--- src/logic/board_pkg.sv ---
// shared widths and encodings for the DIP/LED/UART status console; frame is 8N1 with no parity
package board_pkg;

  // one ASCII character as sent on the serial line
  typedef logic [7:0] byte_t;

  // raw or synchronized DIP switch bank
  typedef logic [3:0] dip_t;

  // LED bank
  // upper nibble is the report count mod 16, lower nibble is the last reported value
  typedef logic [7:0] led_t;

  // full UART frame as held in the shift register
  // bit 0 is the start bit, bits 8:1 the data LSB first, bit 9 the stop bit
  typedef logic [9:0] frame_t;

  // number of bit periods in one frame
  localparam int FRAME_BITS = 10;

  // transmit FSM states
  typedef enum logic {
    IDLE  = 1'b0,
    SHIFT = 1'b1
  } tx_state_t;

  // ASCII codes used by the hex encoder
  localparam byte_t ASCII_ZERO = 8'h30;
  // 'A' minus ten, so a nibble of 10 maps straight to 'A'
  localparam byte_t ASCII_ALPHA_OFS = 8'h37;

endpackage
--- src/logic/board_top.sv ---
// status console top; SIM_SPEEDUP shortens the bit by 2**SIM_SPEEDUP and must leave at least 1 clock
`timescale 1ns/1ps

module board_top #(
  parameter int CLKS_PER_BIT = 64,
  parameter int SIM_SPEEDUP  = 3
) (
  input  logic            clk,
  input  logic            i_rst_n,
  input  board_pkg::dip_t i_dip,
  output board_pkg::led_t o_led,
  output logic            o_uart_td
);

  // scaled bit length, same effect as dividing the baud scaler
  localparam int BIT_CLKS_RAW = CLKS_PER_BIT >> SIM_SPEEDUP;
  localparam int BIT_CLKS     = (BIT_CLKS_RAW > 0) ? BIT_CLKS_RAW : 1;

  logic             pending;
  logic             load;
  logic             run;
  logic             shift;
  logic             bit_tick;
  board_pkg::byte_t tx_char;

  // switch sampling, change detection and LEDs
  dip_reporter dip_reporter_i (
    .clk       (clk),
    .i_rst_n   (i_rst_n),
    .i_dip     (i_dip),
    .i_load    (load),
    .o_pending (pending),
    .o_char    (tx_char),
    .o_led     (o_led)
  );

  // frame sequencing
  uart_tx_fsm uart_tx_fsm_i (
    .clk        (clk),
    .i_rst_n    (i_rst_n),
    .i_pending  (pending),
    .i_bit_tick (bit_tick),
    .o_load     (load),
    .o_run      (run),
    .o_shift    (shift)
  );

  // bit period
  baud_timer #(
    .BIT_CLKS (BIT_CLKS)
  ) baud_timer_i (
    .clk        (clk),
    .i_rst_n    (i_rst_n),
    .i_run      (run),
    .o_bit_tick (bit_tick)
  );

  // serializer driving the transmit pin
  tx_shift_reg tx_shift_reg_i (
    .clk     (clk),
    .i_rst_n (i_rst_n),
    .i_load  (load),
    .i_shift (shift),
    .i_char  (tx_char),
    .o_txd   (o_uart_td)
  );

endmodule

--- src/logic/dip_reporter.sv ---
// switch change reporter; two-flop sync only, no debounce, last reported value starts at zero
`timescale 1ns/1ps

module dip_reporter (
  input  logic             clk,
  input  logic             i_rst_n,
  input  board_pkg::dip_t  i_dip,
  input  logic             i_load,
  output logic             o_pending,
  output board_pkg::byte_t o_char,
  output board_pkg::led_t  o_led
);

  board_pkg::dip_t dip_meta_q;
  board_pkg::dip_t dip_sync_q;
  board_pkg::dip_t reported_q;
  logic [3:0]      rpt_cnt_q;
  logic            pending_q;

  // two-flop synchronizer for the asynchronous switch bank
  always_ff @(posedge clk) begin
    if (!i_rst_n) begin
      dip_meta_q <= '0;
      dip_sync_q <= '0;
    end else begin
      dip_meta_q <= i_dip;
      dip_sync_q <= dip_meta_q;
    end
  end

  // last reported value and report count, both shown on the LEDs
  always_ff @(posedge clk) begin
    if (!i_rst_n) begin
      reported_q <= '0;
      rpt_cnt_q  <= '0;
    end else if (i_load) begin
      // the value sent is whatever is synchronized at load time
      reported_q <= dip_sync_q;
      // wraps after 16 reports
      rpt_cnt_q  <= rpt_cnt_q + 1'b1;
    end
  end

  // pending is registered one cycle behind the synchronized value
  always_ff @(posedge clk) begin
    if (!i_rst_n) begin
      pending_q <= 1'b0;
    end else if (i_load) begin
      // reported catches up on this same edge
      pending_q <= 1'b0;
    end else begin
      // a return to the reported value before sending clears the request
      pending_q <= (dip_sync_q != reported_q);
    end
  end

  assign o_pending = pending_q;

  // hex digit encoder
  always_comb begin
    if (dip_sync_q < 4'd10) begin
      // '0' to '9'
      o_char = board_pkg::ASCII_ZERO + {4'h0, dip_sync_q};
    end else begin
      // 'A' to 'F'
      o_char = board_pkg::ASCII_ALPHA_OFS + {4'h0, dip_sync_q};
    end
  end

  assign o_led = {rpt_cnt_q, reported_q};

endmodule

--- src/logic/tx_shift_reg.sv ---
// 8N1 frame shifter; idle line is high after reset and after each frame, load wins over shift
`timescale 1ns/1ps

module tx_shift_reg (
  input  logic             clk,
  input  logic             i_rst_n,
  input  logic             i_load,
  input  logic             i_shift,
  input  board_pkg::byte_t i_char,
  output logic             o_txd
);

  board_pkg::frame_t frame_q;

  always_ff @(posedge clk) begin
    if (!i_rst_n) begin
      // all ones so the line idles at mark level
      frame_q <= '1;
    end else if (i_load) begin
      // stop bit, data LSB first, start bit
      frame_q <= {1'b1, i_char, 1'b0};
    end else if (i_shift) begin
      // fill with ones so the line returns to idle after the stop bit
      frame_q <= {1'b1, frame_q[9:1]};
    end
  end

  // serial line is always the lowest bit
  assign o_txd = frame_q[0];

endmodule

--- src/logic/uart_tx_fsm.sv ---
// transmit sequencer; ignores i_pending for the whole frame, so reports arriving mid-frame coalesce
`timescale 1ns/1ps

module uart_tx_fsm (
  input  logic clk,
  input  logic i_rst_n,
  input  logic i_pending,
  input  logic i_bit_tick,
  output logic o_load,
  output logic o_run,
  output logic o_shift
);

  // enough bits to count FRAME_BITS ticks
  localparam int BCNT_W = $clog2(board_pkg::FRAME_BITS + 1);
  localparam logic [BCNT_W-1:0] BCNT_LAST = BCNT_W'(board_pkg::FRAME_BITS - 1);

  board_pkg::tx_state_t state_q;
  logic [BCNT_W-1:0]    bit_cnt_q;
  logic                 load_q;
  logic                 last_tick;

  // tick that ends the stop bit
  assign last_tick = i_bit_tick && (bit_cnt_q == BCNT_LAST);

  always_ff @(posedge clk) begin
    if (!i_rst_n) begin
      state_q   <= board_pkg::IDLE;
      bit_cnt_q <= '0;
      load_q    <= 1'b0;
    end else begin
      // load is a single-cycle pulse
      load_q <= 1'b0;
      case (state_q)
        board_pkg::IDLE: begin
          bit_cnt_q <= '0;
          if (load_q) begin
            // shift register and reporter capture on this edge
            state_q <= board_pkg::SHIFT;
          end else if (i_pending) begin
            // pending is still high during the load cycle, guarded above
            load_q <= 1'b1;
          end
        end
        board_pkg::SHIFT: begin
          if (last_tick) begin
            state_q   <= board_pkg::IDLE;
            bit_cnt_q <= '0;
          end else if (i_bit_tick) begin
            bit_cnt_q <= bit_cnt_q + 1'b1;
          end
        end
        default: begin
          state_q   <= board_pkg::IDLE;
          bit_cnt_q <= '0;
        end
      endcase
    end
  end

  assign o_load = load_q;

  // baud timer runs only while a frame is on the line
  assign o_run = (state_q == board_pkg::SHIFT);

  // every tick in a frame moves one bit out, including the stop bit
  assign o_shift = o_run & i_bit_tick;

endmodule

--- src/logic/baud_timer.sv ---
// bit period timer; BIT_CLKS must be at least 1, count restarts from zero whenever i_run drops
`timescale 1ns/1ps

module baud_timer #(
  parameter int BIT_CLKS = 8
) (
  input  logic clk,
  input  logic i_rst_n,
  input  logic i_run,
  output logic o_bit_tick
);

  // counter needs at least one bit even for a one-cycle bit period
  localparam int CNT_W = (BIT_CLKS > 1) ? $clog2(BIT_CLKS) : 1;
  localparam logic [CNT_W-1:0] CNT_LAST = CNT_W'(BIT_CLKS - 1);

  logic [CNT_W-1:0] cnt_q;
  logic             wrap;

  // tick on the last cycle of each bit period
  assign wrap = (cnt_q == CNT_LAST);

  always_ff @(posedge clk) begin
    if (!i_rst_n) begin
      cnt_q <= '0;
    end else if (!i_run) begin
      // held at zero so the first tick is a full bit after the frame starts
      cnt_q <= '0;
    end else if (wrap) begin
      cnt_q <= '0;
    end else begin
      cnt_q <= cnt_q + 1'b1;
    end
  end

  // qualified with i_run so a stale count never produces a tick while idle
  assign o_bit_tick = i_run & wrap;

endmodule

--- config.mk ---
export PLATFORM = sky130hd
export DESIGN_NAME = board_top
export DESIGN_NICKNAME = d
export VERILOG_FILES = /design/src/logic/board_pkg.sv /design/src/logic/board_top.sv /design/src/logic/dip_reporter.sv /design/src/logic/tx_shift_reg.sv /design/src/logic/uart_tx_fsm.sv /design/src/logic/baud_timer.sv
export SDC_FILE = /design/constraint.sdc
export NUM_CORES = 1
export LEC_CHECK = 0
export ABC_AREA = 1
export BUFFER_PORTS_ARGS = -buffer_cell sky130_fd_sc_hd__buf_2
export CORE_MARGIN = 2
export CORE_UTILIZATION = 61
export DETAILED_ROUTE_END_ITERATION = 10
export PLACE_DENSITY = 0.89
export SETUP_SLACK_MARGIN = 0.2
export SYNTH_ARGS = -nofsm -noshare
export SYNTH_HDL_FRONTEND = slang
export SYNTH_SLANG_ARGS = --single-unit
--- constraint.sdc ---
create_clock -name clk -period 3.5 [get_ports clk]
set_input_delay 0 -clock clk [delete_from_list [all_inputs] [get_ports clk]]
set_output_delay 0 -clock clk [all_outputs]
set_load 0.01 [all_outputs]
==> summary.txt <==
Power
  – Max VDD drop: 0.000309 V
  – Pwr dens: 446 nW/um2
  – Leak: 0.808 nW

Setup path
  – WP data required: 3.72 ns
  – CP endpoint kind: flop
  – Worst Path Max Fanout: 7
  – RR Endpoint: tx_shift_reg_i.frame_q[1]$_SDFFE_PN1P_
  – Critical Path AT: 1.69 ns
  – Cell count of the worst reg-to-reg path: 7
  – Crit path launch type: flop
  – Reg2reg setup slack: 2.03 ns
  – Critical path's top delay family: simple AND/OR/NAND/NOR gates
  – Slowest stage cell, crit path: dfxtp_1
  – Bufs and invs on worst path: 0
  – Worst-path cell chain: ha_1 -> ha_1 -> nand2_2 -> nand2_2 -> or2_1 -> nand2_1 -> nand2_1
  – Setup CP Type: reg2reg
  – Reg-to-reg startpoint: baud_timer_i.cnt_q[0]$_SDFF_PP0_
  – Worst path max stage delay: 0.33 ns

STA
  – Relative slew slack: 60.1%
  – WHS: 0.0425 ns
  – Final Hold Fails: 0
  – Clk_skew: 0.00850 ns
  – Fin. max-slew vios: 0
  – Achievable Freq: 679 MHz
  – Total negative slack: 0 ns
  – Slew @ Worst Pin: 0.598 ns
  – Final min period: 1.47 ns
  – Final period util: 42.1%
  – RSZ-0062 raised after global routing: no
  – Final setup fails: 0

Placement
  – Dpl cells: 221
  – Area after DPL: 1520 um2
  – GPL Wtd Cong: 0.889
  – HPWL Detailed: 1930 um
  – Port Buffers: 14

Logic synthesis
  – Most frequent cells after synthesis: nand2_1 (39), dfxtp_1 (35), inv_1 (25), nor2_1 (17), o21ai_0 (13)
  – Flops & latches, synth: 35
  – Ys Warns: 0
  – Synth top area cells: dfxtp_1 (48%), nand2_1 (10%), inv_1 (6.4%), ha_1 (5.2%), o21ai_0 (4.5%)
  – Syn Inst Count: 185
  – Post-synthesis net count: 197
  – Post-synthesis sequential area ratio: 48.1%
  – Synth Flop Type: dfxtp_1
  – Count of different cell masters after synthesis: 23
  – Most frequent cell after synthesis: nand2_1
  – Post-synth EDFFs: 0
  – Yosys top cell by area: dfxtp_1
  – Post-synth top area share: 48.1%
  – Async set or reset register ratio after synthesis: 0%
  – Syn_area_per_cell: 7.88 um2
  – Cell Area, Synth: 1460 um2

Route
  – WL met1: 1160 um
  – DRC viols: 0
  – DR vias: 1192
  – Met3 WL: 117 um
  – Starting DRC count in detailed routing: 39
  – First-pass DRT Iterations: 4
  – Met2 WL: 1340 um
  – Top sig layer: met4
  – Post-Route WL: 2680 um
  – Drt wl/cell: 11.5 um
  – DRT antenna net count: 0
  – Vias/cell: 5.12

Hold path
  – Hold worst-path end: tx_shift_reg_i.frame_q[8]$_SDFFE_PN1P_
  – Hold Startpoint: i_rst_n
  – Worst min path class: in2reg
  – Hold Path Depth: 2

Final layout
  – Non-Filler Instances: 233
  – Post-Route Utilization: 72.0%
  – Antenna Cells: 0
  – Syn-to-layout area delta: 10.3%
  – Share of layout cells above drive strength 1: 12.7%
  – Total Nets Final: 216
  – Cell area after layout: 1610 um2

CTS
  – Clk pin slew, worst setup/hold paths: 0.10 ns
  – Post-CTS Setup Inserts: 0
  – Clock root buffer master: clkbuf_4
  – Clock buffer depth: 2
  – # clock sinks: 35
  – H-Tree Level Count: 2
  – CTS tree: yes
  – Total CTS buffers: 5
  – Worst-Skew Late Latency: 0.33 ns

Floorplan
  – Initial Util: 65.3%
  – # rows: 17
  – Die height: 52.9 um
  – I/O pins: 15
  – Core area: 2230 um2
  – Die Wd: 52.9 um
  – Die area: 2800 um2

GRT
  – Total track usage: 22.0%
  – Largest net degree at the start of global routing: 27
  – Wire length of the first global-routing pass: 4330 um
  – Grt ovf: 0
  – Antenna violations before repair: 0
  – Vias in the first global route: 1074

Status
  – Status: completed

Run
  – Max cap viols: 0
[layer usage]
layer	vias up	global-route usage, %
met5	-	0
met3	9	5.93
li1	624	-
met1	529	23.9
met2	30	37.9
met4	0	12.8
[where the power goes]
group	internal (W)	switching [W]	total, W
clock	0.0000782	0.000125	0.000203
sequential	0.000420	0.0000184	0.000438
combinational	0.0000305	0.0000445	0.0000749
[worst max path at each step]
stage	endpoint	from	cells past startpoint
after floorplan	tx_shift_reg_i.frame_q[1]$_SDFFE_PN1P_	baud_timer_i.cnt_q[0]$_SDFF_PP0_	7
after global placement	tx_shift_reg_i.frame_q[1]$_SDFFE_PN1P_	baud_timer_i.cnt_q[0]$_SDFF_PP0_	7
after detailed placement	tx_shift_reg_i.frame_q[1]$_SDFFE_PN1P_	baud_timer_i.cnt_q[0]$_SDFF_PP0_	7
after CTS	tx_shift_reg_i.frame_q[1]$_SDFFE_PN1P_	baud_timer_i.cnt_q[0]$_SDFF_PP0_	7
after global routing	tx_shift_reg_i.frame_q[7]$_SDFFE_PN1P_	uart_tx_fsm_i.o_load$_SDFF_PP0_	5
final	tx_shift_reg_i.frame_q[1]$_SDFFE_PN1P_	baud_timer_i.cnt_q[0]$_SDFF_PP0_	7
[state kept, by name, indices dropped and copies added (netlist names)]
signal / flops
uart_tx_fsm_i.o_load: 1
tx_shift_reg_i.frame_q: 9
dip_reporter_i.dip_sync_q: 4
dip_reporter_i.reported_q: 4
uart_tx_fsm_i.o_run: 1
dip_reporter_i.o_pending: 1
uart_tx_fsm_i.bit_cnt_q: 4
dip_reporter_i.rpt_cnt_q: 4
baud_timer_i.cnt_q: 3
dip_reporter_i.dip_meta_q: 4
[placed cells by master (no fill, tap or decap)]
| master | count |
|---|---|
| o31ai_1 | 1 |
| inv_1 | 25 |
| dfxtp_1 | 35 |
| o22ai_1 | 1 |
| o21ai_0 | 13 |
| dlygate4sd3_1 | 4 |
| clkbuf_4 | 5 |
| clkbuf_1 | 2 |
| clkinv_2 | 1 |
| buf_2 | 14 |
| or2_1 | 1 |
| a211oi_1 | 1 |
| nor2_1 | 17 |
| nand2_2 | 4 |
| ha_1 | 6 |
| o211ai_1 | 2 |
| xor2_1 | 3 |
| nand4_1 | 3 |
| a21oi_1 | 9 |
| nand2_1 | 39 |
| inv_4 | 1 |
| inv_2 | 1 |
| nand3_1 | 12 |
| o21ai_1 | 1 |
| xnor2_1 | 4 |
[cell type report]
cell class / instances / area (um2)
Clock buffer: 7 / 45.0
Clock inverter: 1 / 5.00
Fill cell: 174 / 626
Inverter: 27 / 104
Multi-Input combinational cell: 117 / 608
Sequential cell: 35 / 701
Tap cell: 28 / 35.0
Timing Repair Buffer: 18 / 110
[cell families after synthesis]
kind of cell	synth area share (%)
buffers and inverters	10.2
AOI/OAI and AO/OA	10.4
xor gates and xnor gates	4.21
and+or+nand+nor	22.0
DFF	48.1
adders and majority gates	5.15
[timing repair]
item,in CTS,in global routing
endpoints found under the hold margin,4,0
hold buffers,4,0
resized for setup,0,0
setup endpoints to repair,0,0
[metrics by stage]
step	setup WS [ns]	power, W
6_report	2.03	0.000717
5_1_grt	1.91	0.000748
4_1_cts	2.04	0.000719
3_5_place_dp	2.07	0.000518
3_3_place_gp	2.12	0.000512
2_1_floorplan	2.21	0.000502
No activity file was read; power rests on OpenSTA's default activity.
